## config.mk

```make
export PLATFORM = sky130hd
export DESIGN_NAME = tl_output_top
export DESIGN_NICKNAME = d
export VERILOG_FILES = /design/src/source/tl_output_pkg.sv /design/src/source/tl_output_top.sv /design/src/source/tl_slave_ctrl.sv /design/src/source/output_register.sv /design/src/source/mmio_access_decode.sv
export VERILOG_INCLUDE_DIRS = /design/src /design/src/source
export SDC_FILE = /design/constraint.sdc
export NUM_CORES = 1
export LEC_CHECK = 0
export ABC_AREA = 1
export BUFFER_PORTS_ARGS = -buffer_cell sky130_fd_sc_hd__buf_2
export CORE_MARGIN = 5
export CORE_UTILIZATION = 55
export CTS_BUF_LIST = sky130_fd_sc_hd__clkbuf_16
export CTS_CLUSTER_DIAMETER = 30
export CTS_CLUSTER_SIZE = 25
export DETAILED_ROUTE_END_ITERATION = 6
export MAX_ROUTING_LAYER = met4
export PLACE_DENSITY = 0.91
export SLEW_MARGIN = 20
export SYNTH_ARGS = -nofsm -noshare
export SYNTH_HDL_FRONTEND = slang
export SYNTH_SLANG_ARGS = --single-unit
```

## constraint.sdc

```tcl
create_clock -name clk -period 5.4 [get_ports clk]
set_input_delay 1.08 -clock clk [delete_from_list [all_inputs] [get_ports clk]]
set_output_delay 1.08 -clock clk [all_outputs]
set_load 0.01 [all_outputs]
```

## src/source/tl_output_defs.svh

```systemverilog
// Width macros for the TL-UL output register slave
// Bus width fixed at 32 bits, no double-word support

`ifndef TL_OUTPUT_DEFS_SVH
`define TL_OUTPUT_DEFS_SVH

//////////////////////////////////////////////////////////////////////
// Bus widths
//////////////////////////////////////////////////////////////////////

`define TL_XLEN        32  // Data and address width
`define TL_MASK_WIDTH  4   // One mask bit per byte lane
`define TL_SID_WIDTH   2   // Source ID width

//////////////////////////////////////////////////////////////////////
// Pins
//////////////////////////////////////////////////////////////////////

// Low register bits exposed on the outputs port
`define TL_OUTPUTS     8

`endif
```

## src/source/tl_output_pkg.sv

```systemverilog
// Types shared by the TL-UL output slave
// Opcodes, sizes, FSM states and bus field types

package tl_output_pkg;

`include "tl_output_defs.svh"

    // A-channel opcodes
    typedef enum logic [2:0] {
        PUT_FULL_DATA    = 3'd0,
        PUT_PARTIAL_DATA = 3'd1,
        GET              = 3'd4
    } tl_a_opcode_e;

    // D-channel opcodes, denial is flagged separately
    typedef enum logic [2:0] {
        ACCESS_ACK      = 3'd0,
        ACCESS_ACK_DATA = 3'd1
    } tl_d_opcode_e;

    // log2 of the byte count; codes 3 and up are illegal here
    typedef enum logic [2:0] {
        SIZE_BYTE = 3'd0,
        SIZE_HALF = 3'd1,
        SIZE_WORD = 3'd2
    } tl_size_e;

    typedef enum logic [1:0] {IDLE, PROCESS, RESPOND, RESPOND_WAIT} slave_state_e;

    typedef logic [`TL_XLEN-1:0]       tl_data_t;      // Data and address
    typedef logic [`TL_MASK_WIDTH-1:0] tl_mask_t;
    typedef logic [`TL_SID_WIDTH-1:0]  tl_source_t;
    typedef logic [1:0]                byte_offset_t;  // Byte within word

endpackage

```

## src/source/tl_output_top.sv

```systemverilog
// Top level of the TL-UL output register slave
// Controller, access decoder and register, low bits driven to outputs

`timescale 1ns/100ps

`include "tl_output_defs.svh"

module tl_output_top import tl_output_pkg::*; (
    input  logic                   clk,
    input  logic                   reset,
    output logic [`TL_OUTPUTS-1:0] outputs,
    // A channel
    input  logic                   tl_a_valid,
    output logic                   tl_a_ready,
    input  tl_a_opcode_e           tl_a_opcode,
    input  tl_size_e               tl_a_size,
    input  tl_source_t             tl_a_source,
    input  tl_data_t               tl_a_address,
    input  tl_mask_t               tl_a_mask,
    input  tl_data_t               tl_a_data,
    // D channel
    output logic                   tl_d_valid,
    input  logic                   tl_d_ready,
    output tl_d_opcode_e           tl_d_opcode,
    output tl_size_e               tl_d_size,
    output tl_source_t             tl_d_source,
    output tl_data_t               tl_d_data,
    output logic                   tl_d_denied
);

    // Captured request
    tl_a_opcode_e req_opcode;
    tl_size_e     req_size;
    tl_data_t     req_address;
    tl_mask_t     req_mask;
    tl_data_t     req_wdata;

    // Decode results
    logic         access_ok;
    logic         is_read;
    tl_mask_t     byte_lanes;
    byte_offset_t lane_offset;

    logic         write_en;
    tl_data_t     read_data;
    tl_data_t     reg_value;

    tl_slave_ctrl slave_ctrl_inst (
        .clk, .reset,
        .tl_a_valid, .tl_a_ready, .tl_a_opcode, .tl_a_size,
        .tl_a_source, .tl_a_address, .tl_a_mask, .tl_a_data,
        .tl_d_valid, .tl_d_ready, .tl_d_opcode, .tl_d_size,
        .tl_d_source, .tl_d_data, .tl_d_denied,
        .req_opcode, .req_size, .req_address, .req_mask, .req_wdata,
        .access_ok, .is_read, .read_data, .write_en
    );

    mmio_access_decode access_decode_inst (
        .req_opcode, .req_size, .req_address, .req_mask,
        .access_ok, .is_read, .byte_lanes, .lane_offset
    );

    output_register output_register_inst (
        .clk, .reset,
        .write_en, .byte_lanes, .lane_offset, .req_wdata,
        .read_data,
        .value (reg_value)
    );

    assign outputs = reg_value[`TL_OUTPUTS-1:0];  // Pins see the low byte

endmodule

```

## src/source/tl_slave_ctrl.sv

```systemverilog
// TL-UL slave controller
// A/D handshake FSM, request capture and registered response

`timescale 1ns/100ps

module tl_slave_ctrl import tl_output_pkg::*; (
    input  logic         clk,
    input  logic         reset,
    // A channel
    input  logic         tl_a_valid,
    output logic         tl_a_ready,
    input  tl_a_opcode_e tl_a_opcode,
    input  tl_size_e     tl_a_size,
    input  tl_source_t   tl_a_source,
    input  tl_data_t     tl_a_address,
    input  tl_mask_t     tl_a_mask,
    input  tl_data_t     tl_a_data,
    // D channel
    output logic         tl_d_valid,
    input  logic         tl_d_ready,
    output tl_d_opcode_e tl_d_opcode,
    output tl_size_e     tl_d_size,
    output tl_source_t   tl_d_source,
    output tl_data_t     tl_d_data,
    output logic         tl_d_denied,
    // Request to decoder and register
    output tl_a_opcode_e req_opcode,
    output tl_size_e     req_size,
    output tl_data_t     req_address,
    output tl_mask_t     req_mask,
    output tl_data_t     req_wdata,
    // Decode and read results
    input  logic         access_ok,
    input  logic         is_read,
    input  tl_data_t     read_data,
    output logic         write_en
);

    slave_state_e state;
    tl_source_t   req_source;

    // Response formed in PROCESS, presented in RESPOND
    tl_d_opcode_e resp_opcode;
    tl_data_t     resp_data;
    logic         resp_denied;

    logic         a_fire;
    logic         d_fire;

    assign a_fire = tl_a_valid && tl_a_ready;
    assign d_fire = tl_d_valid && tl_d_ready;

    // Single-cycle strobe, only legal writes touch the register
    assign write_en = (state == PROCESS) && access_ok && !is_read;

    //////////////////////////////////////////////////////////////////////
    // Request capture
    //////////////////////////////////////////////////////////////////////

    always_ff @(posedge clk) begin
        if (a_fire) begin
            req_opcode  <= tl_a_opcode;
            req_size    <= tl_a_size;
            req_source  <= tl_a_source;
            req_address <= tl_a_address;
            req_mask    <= tl_a_mask;
            req_wdata   <= tl_a_data;
        end
    end

    // Response latch
    always_ff @(posedge clk) begin
        if (state == PROCESS) begin
            resp_opcode <= is_read ? ACCESS_ACK_DATA : ACCESS_ACK;
            resp_data   <= (access_ok && is_read) ? read_data : '0;  // Zero unless good read
            resp_denied <= !access_ok;
        end
    end

    //////////////////////////////////////////////////////////////////////
    // Handshake FSM and D-channel registers
    //////////////////////////////////////////////////////////////////////

    always_ff @(posedge clk or posedge reset) begin
        if (reset) begin
            state       <= IDLE;
            tl_a_ready  <= 1'b0;
            tl_d_valid  <= 1'b0;
            tl_d_opcode <= ACCESS_ACK;
            tl_d_size   <= SIZE_BYTE;
            tl_d_source <= '0;
            tl_d_data   <= '0;
            tl_d_denied <= 1'b0;
        end else begin
            // Ready follows IDLE a cycle late, drops on accept
            tl_a_ready <= (state == IDLE) && !a_fire;

            case (state)
                IDLE: begin
                    if (a_fire) begin
                        state <= PROCESS;
                    end
                end

                PROCESS: begin
                    state <= RESPOND;  // Write lands this edge
                end

                RESPOND: begin
                    tl_d_valid  <= 1'b1;
                    tl_d_opcode <= resp_opcode;
                    tl_d_size   <= req_size;    // Echo
                    tl_d_source <= req_source;  // Echo
                    tl_d_data   <= resp_data;
                    tl_d_denied <= resp_denied;
                    state       <= RESPOND_WAIT;
                end

                RESPOND_WAIT: begin
                    // Hold everything until the host takes it
                    if (d_fire) begin
                        tl_d_valid  <= 1'b0;
                        tl_d_opcode <= ACCESS_ACK;
                        tl_d_size   <= SIZE_BYTE;
                        tl_d_source <= '0;
                        tl_d_data   <= '0;
                        tl_d_denied <= 1'b0;
                        state       <= IDLE;
                    end
                end

                default: state <= IDLE;
            endcase
        end
    end

endmodule

```

## src/source/output_register.sv

```systemverilog
// The 32-bit output register
// Lane-wise write merge and aligned, zero-extended read

`timescale 1ns/100ps

module output_register import tl_output_pkg::*; (
    input  logic         clk,
    input  logic         reset,
    input  logic         write_en,
    input  tl_mask_t     byte_lanes,
    input  byte_offset_t lane_offset,
    input  tl_data_t     req_wdata,
    output tl_data_t     read_data,
    output tl_data_t     value
);

    tl_data_t wdata_aligned;  // Write data moved up to its lanes
    tl_data_t value_shifted;  // Register moved down to bit 0
    tl_mask_t keep_lanes;

    assign wdata_aligned = req_wdata << {lane_offset, 3'b000};
    assign value_shifted = value >> {lane_offset, 3'b000};
    assign keep_lanes    = byte_lanes >> lane_offset;

    //////////////////////////////////////////////////////////////////////
    // Register and write merge
    //////////////////////////////////////////////////////////////////////

    always_ff @(posedge clk or posedge reset) begin
        if (reset) begin
            value <= '0;
        end else if (write_en) begin
            for (int i = 0; i < 4; i++) begin
                if (byte_lanes[i]) begin
                    value[8*i +: 8] <= wdata_aligned[8*i +: 8];
                end
            end
        end
    end

    // Read extract, unselected bytes forced to zero
    always_comb begin
        for (int i = 0; i < 4; i++) begin
            read_data[8*i +: 8] = keep_lanes[i] ? value_shifted[8*i +: 8] : 8'h00;
        end
    end

endmodule

```

## src/source/mmio_access_decode.sv

```systemverilog
// Legality check and lane selection for a captured TL-UL request
// Combinational, 32-bit bus only

`timescale 1ns/100ps

module mmio_access_decode import tl_output_pkg::*; (
    input  tl_a_opcode_e req_opcode,
    input  tl_size_e     req_size,
    input  tl_data_t     req_address,
    input  tl_mask_t     req_mask,
    output logic         access_ok,
    output logic         is_read,
    output tl_mask_t     byte_lanes,
    output byte_offset_t lane_offset
);

    logic         opcode_ok;
    logic         size_ok;
    logic         mask_ok;
    byte_offset_t addr_lo;

    assign addr_lo = req_address[1:0];  // Register is one word wide
    assign is_read = (req_opcode == GET);

    always_comb begin
        case (req_opcode)
            GET, PUT_FULL_DATA, PUT_PARTIAL_DATA: opcode_ok = 1'b1;
            default:                              opcode_ok = 1'b0;
        endcase
    end

    // Lanes come from the address, the mask is only checked
    always_comb begin
        size_ok     = 1'b1;
        mask_ok     = 1'b0;
        byte_lanes  = 4'b0000;
        lane_offset = 2'd0;
        case (req_size)
            SIZE_BYTE: begin
                byte_lanes  = 4'b0001 << addr_lo;
                lane_offset = addr_lo;
                mask_ok     = ($countones(req_mask) == 1);  // Exactly one strobe
            end
            SIZE_HALF: begin
                byte_lanes  = addr_lo[1] ? 4'b1100 : 4'b0011;
                lane_offset = {addr_lo[1], 1'b0};
                mask_ok     = (req_mask == 4'b0011) || (req_mask == 4'b1100);
            end
            SIZE_WORD: begin
                byte_lanes = 4'b1111;
                mask_ok    = (req_mask == 4'b1111);
            end
            default: begin
                size_ok = 1'b0;  // Double-word and up
            end
        endcase
    end

    // Reads ignore the mask
    assign access_ok = opcode_ok && size_ok && (is_read || mask_ok);

endmodule

```

# Word level (Yosys, flattened, before mapping)
# Cells that the tools add are included.
# W data, S select, Z words.
[totals] ff_bits=159 out_inout_bits=51 word_cells=92 inputBits=80
[classes] eq_ne=13 n_reduce_logical=29 shift=4 n_addsub=3 n_mux=19
[op_table] operator="$pmux W32 S2" n=1
[op_table] operator="$add A32 B32 Y32" n=1
[op_table] operator="$eq A32 B2 Y1 const B" n=1
[op_table] operator="$mux W32" n=1
[op_table] operator="$shl A32 B5 Y32" n=1
[op_table] operator="$shr A32 B5 Y32" n=1
[op_table] operator="$reduce_and A2 Y1" n=10
[op_table] operator="$pmux W3 S2" n=2
[op_table] operator="$pmux W4 S3" n=1
[op_table] operator="$eq A4 B4 Y1 const B" n=2
[op_table] operator="$logic_and A1 B1 Y1" n=8
[op_table] operator="$pmux W2 S2" n=2
[op_table] operator="$pmux W2 S4" n=1
[op_table] operator="$eq A3 B1 Y1 const B" n=2
[op_table] operator="$logic_not A3 Y1" n=2
[op_table] operator="$reduce_or A3 Y1" n=2
[op_table] operator="$add A1 B1 Y2" n=2
[op_table] operator="$eq A2 B2 Y1 const B" n=2
[op_table] operator="$eq A4 B2 Y1 const B" n=1
[op_table] operator="$mux W1" n=4
[op_table] operator="$mux W2" n=2
[op_table] operator="$mux W4" n=1
[op_table] operator="$ne A2 B1 Y1 const B" n=2
[op_table] operator="$pmux W1 S2" n=2
[op_table] operator="11 further kinds" n=14

# Depth between registers and ports, before layout
[depth] depth_word=9 mapped_depth=12 mapped_depth_nobuf=12

# Hierarchy
# Synthesis repeated with hierarchy kept, for this count alone.
[hier_totals] cells_unflattened=835 area_unflattened_um2=8052.7
[modules_own_cells] mod="tl_slave_ctrl" area_per_inst_um2=5365.1 cells_each=385 seq_area_each_um2=4379.2 instances=1
[modules_own_cells] mod="output_register" area_per_inst_um2=2417.3 cells_each=400 seq_area_each_um2=800.8 instances=1
[modules_own_cells] mod="mmio_access_decode" area_per_inst_um2=270.3 cells_each=50 seq_area_each_um2=0.0 instances=1

# Least setup slack after synthesis
# OpenSTA, ideal clock, no wires.
[synth_timing] path_type="input-to-reg" start="input tl_a_valid" end="register slave_ctrl_inst.req_address[0], enable pin" stages=2 setup_slack_ns=2.953 t_required_ns=5.000 t_arrival_ns=2.047 setup_ns=0.400 path_cell_list="nand2_1 > inv_1"
[synth_via] elab_chain_cells=1
[synth_rtl] element="start, declared" line="tl_output_top.sv:13" text="input logic tl_a_valid,"
[synth_rtl] element="$logic_and A1 B1 Y1" line="tl_slave_ctrl.sv:50" text="assign a_fire = tl_a_valid && tl_a_ready;"
[synth_rtl] element="via slave_ctrl_inst.a_fire" line="tl_slave_ctrl.sv:47" text="logic a_fire;"
[synth_rtl] element="end signal, assigned" line="tl_slave_ctrl.sv:65" text="req_address <= tl_a_address;"
[synth_rtl] element="end, declared" line="tl_slave_ctrl.sv:29" text="output tl_data_t req_address,"
# The timed path passes the listed nets, and every way through them passes these cells.
# A chain may end at the register's enable or synchronous reset.

# Worst setup path in the final report
[layout_timing] start="register slave_ctrl_inst.req_size[0]" end="register output_register_inst.value[27]"
[layout_via] elab_chain_cells=8 word_cells_on_any_way=15 cone_classes="eq/ne (2); shift (1); mux (4); reduce/logical (8)"
[layout_rtl] element="start, declared" line="tl_slave_ctrl.sv:28" text="output tl_size_e req_size,"
[layout_rtl] element="start signal, assigned" line="tl_slave_ctrl.sv:63" text="req_size <= tl_a_size;"
[layout_rtl] element="branches (longest 8 deep; another with $shl A32 B5 Y32)"
[layout_rtl] element="end signal, assigned by index" line="output_register.sv:35" text="value[8*i +: 8] <= wdata_aligned[8*i +: 8];"
[layout_rtl] element="end, declared" line="output_register.sv:14" text="output tl_data_t value"
# Several ways; the timed one is not identified.

==> reports/results.txt <==
design area - 8430 µm²
remaining global-route overflow - 0
Initial Utilization - 0.561
drt total wl - 16.2 mm
Max-slew headroom - 0.321
WL/cell - 15.5 µm
syn_area_per_cell - 9.39 µm²
RePlAce Congestion - 0.914
register area share after synthesis - 0.576
Core Area - 13200 µm²
largest net degree at the start of global routing - 76
fin crit period - 2.84 ns
setup TNS - 0 ns
DRC - 0
vias - 5676
max_cap viols - 0
Gate Count Post-Synth - 792
Port Buffers - 98
Post-synth EDFFs - 80
HP Class - flip-flop to flip-flop
Unique masters post-synth - 32
commonest non-fill, non-tap cell in the layout - nand2_1
sw frac - 0.347
Final Max Tran Viols - 0
Via density - 5.42
hold depth - 2
critical-path maximum fanout - 57
Psw - 1.34 mW
layout cell share with drive strength beyond 1 - 0.188
CP endpoint kind - flip-flop
clock share of power - 0.286
clk buf depth - 2
P per Cell Area - 457 nW/µm²
Flop pwr share - 0.440
outcome - complete, no violations
element type at the critical path start - flip-flop
floorplan row count - 42
area of the mapped netlist - 7430 µm²
Synth Register Bits - 155
Post-CTS Setup Inserts - 0
WS Path Type - flip-flop to flip-flop
endpoints failing hold - 0
total CTS buffers - 17
clock-pin slew on the worst setup and hold paths - 0.06 ns
Pint - 2.52 mW
predominant post-synthesis flop cell - edfxtp_1
Setup Skew - 0.00815 ns
Ys Warns - 0
die area - 15900 µm²
worst reg-to-reg setup slack - 2.56 ns
Placed Area - 7870 µm²
clk sink count - 155
Area Overhead vs Synth - 13.4%
diode count - 0
Nets - 951
vias in the first global route - 5392
H-tree depth - 4
worst vdd rail ir drop - 0.304 mV
RSZ-0062 raised after global routing - false
combinational share of power - 0.275
initial antenna violation count - 0
initial detailed-routing violation count - 495
most frequent cells in the layout - nand2_1, buf_2, edfxtp_1, dfrtp_1, nand4_1
crit path DAT - 3.15 ns
Fmax achieved - 352 MHz
CTS Root Cell - clkbuf_16
hold path endpoint - slave_ctrl_inst.tl_d_data[25]$_DFFE_PP0P_
Setup-failing EPs final - 0
CTS tree - yes
slew of the pin with the lowest slew margin - 1.01 ns
Ports - 131
filler instances - 1070
first-pass GRT wire length - 26.7 mm
antenna viol nets, final - 0
Pleak - 3.95 nW
GRT Total Usage - 0.215
Register-to-Register Path Depth - 9
post-detail-place hpwl - 11.0 mm
min-delay src - slave_ctrl_inst.resp_data[25]$_SDFFCE_PP0N_
FF-to-FF End - output_register_inst.value[27]$_DFFE_PP0P_
hold buffer count at CTS - 0
CP required - 5.71 ns
reg2reg start - slave_ctrl_inst.req_size[0]$_DFFE_PP_
fraction of registers with async set or reset after synthesis - 0.484
Die W - 126 µm
drt first pass iters - 7
Tcrit/Tclk final - 0.527
CTS resizes - 0
Die Ht - 126 µm
worst skew pair latency - 0.42 ns
worst max-delay path, cell delays in order, from the launching register on:
cell,delay (ns)
edfxtp_1,0.49
nor2_4,0.60
nand3_2,0.11
buf_4,0.33
inv_2,0.47
nand2_1,0.12
nand2_2,0.21
nand4_4,0.18
nand2_1,0.12
nand2_1,0.06
how the worst max path moves through the flow:
stage                                           from                                         end  slack (ns)  cells past startpoint
6_report       slave_ctrl_inst.req_size[0]$_DFFE_PP_  output_register_inst.value[27]$_DFFE_PP0P_        2.56                      9
5_1_grt        slave_ctrl_inst.req_size[0]$_DFFE_PP_  output_register_inst.value[25]$_DFFE_PP0P_        2.33                      9
4_1_cts        slave_ctrl_inst.req_size[0]$_DFFE_PP_  output_register_inst.value[27]$_DFFE_PP0P_        2.57                      9
3_5_place_dp   slave_ctrl_inst.req_size[0]$_DFFE_PP_  output_register_inst.value[27]$_DFFE_PP0P_        2.60                      9
3_3_place_gp   slave_ctrl_inst.req_size[0]$_DFFE_PP_  output_register_inst.value[26]$_DFFE_PP0P_        2.66                      9
2_1_floorplan                                  reset   output_register_inst.value[0]$_DFFE_PP0P_        2.41                      1
cell type report:
type	count	area [µm²]	area share
Inverter	51	191	0.0227
Sequential cell	155	4280	0.507
Clock inverter	14	104	0.0123
Multi-Input combinational cell	529	2640	0.314
Timing Repair Buffer	105	543	0.0644
Clock buffer	18	450	0.0534
Tap cell	176	220	0.0261
cell families after synthesis:
group           Yosys count  synth area share
other cells               1          0.000504
flops                   155             0.576
simple gates            409             0.255
fa+ha+maj                12            0.0212
buf+inv                 109            0.0709
compound gates          106            0.0772
synthesized netlist by cell type (all sizes together) (3+ instances only):
cell type | n | area [µm²]
o21ai | 55 | 279
nor3 | 3 | 25.0
a21oi | 35 | 175
dfrtp | 75 | 1880
o21a | 8 | 60.1
clkbuf | 19 | 71.3
ha | 11 | 138
edfxtp | 80 | 2400
nand4 | 72 | 484
nand3 | 44 | 245
nand2 | 249 | 957
nor2 | 40 | 175
buf | 39 | 264
inv | 51 | 191
o211ai | 8 | 60.1
sequential cells by signal (all words and copies together) (netlist names):
register	count
output_register_inst.value	32
slave_ctrl_inst.req_address	2
slave_ctrl_inst.req_mask	4
slave_ctrl_inst.req_opcode	3
slave_ctrl_inst.req_size	3
slave_ctrl_inst.req_source	2
slave_ctrl_inst.req_wdata	32
slave_ctrl_inst.resp_data	32
slave_ctrl_inst.resp_denied	1
slave_ctrl_inst.resp_opcode	1
slave_ctrl_inst.state	2
slave_ctrl_inst.tl_a_ready	1
slave_ctrl_inst.tl_d_data	32
slave_ctrl_inst.tl_d_denied	1
slave_ctrl_inst.tl_d_opcode	1
slave_ctrl_inst.tl_d_size	3
slave_ctrl_inst.tl_d_source	2
slave_ctrl_inst.tl_d_valid	1
metrics by stage:
| stage | std cells | setup slack [ns] | power, mW | util | hold WS [ns] |
|---|---|---|---|---|---|
| finish | 1048 | 2.56 | 3.85 | 0.637 | 0.474 |
| global route | 1048 | 2.33 | 4.09 | 0.637 | 0.496 |
| CTS | 1048 | 2.57 | 3.87 | 0.636 | 0.478 |
| detailed placement | 1016 | 2.60 | 2.75 | 0.594 | 0.467 |
| global placement | 1016 | 2.66 | 2.69 | 0.594 | 0.463 |
| floorplan | 793 | 2.41 | 2.44 | - | 0.449 |
routing by layer:
| metal | vias up | track usage | routed length [µm] |
|---|---|---|---|
| li1 | 2832 | - | - |
| met5 | - | - | 0 |
| met4 | 0 | 0.0808 | 450 |
| met1 | 2612 | 0.277 | 7190 |
| met2 | 197 | 0.336 | 7690 |
| met3 | 35 | 0.0478 | 914 |
power groups by stage:
stage	registers [mW]	clock network, mW	logic, mW
after detailed placement	1.71	0	1.04
final	1.69	1.10	1.06
after global placement	1.69	0	0.999
after global routing	1.73	1.16	1.20
after CTS	1.69	1.12	1.06
after floorplan	1.73	0	0.710
(Power assumes the default switching activity.)
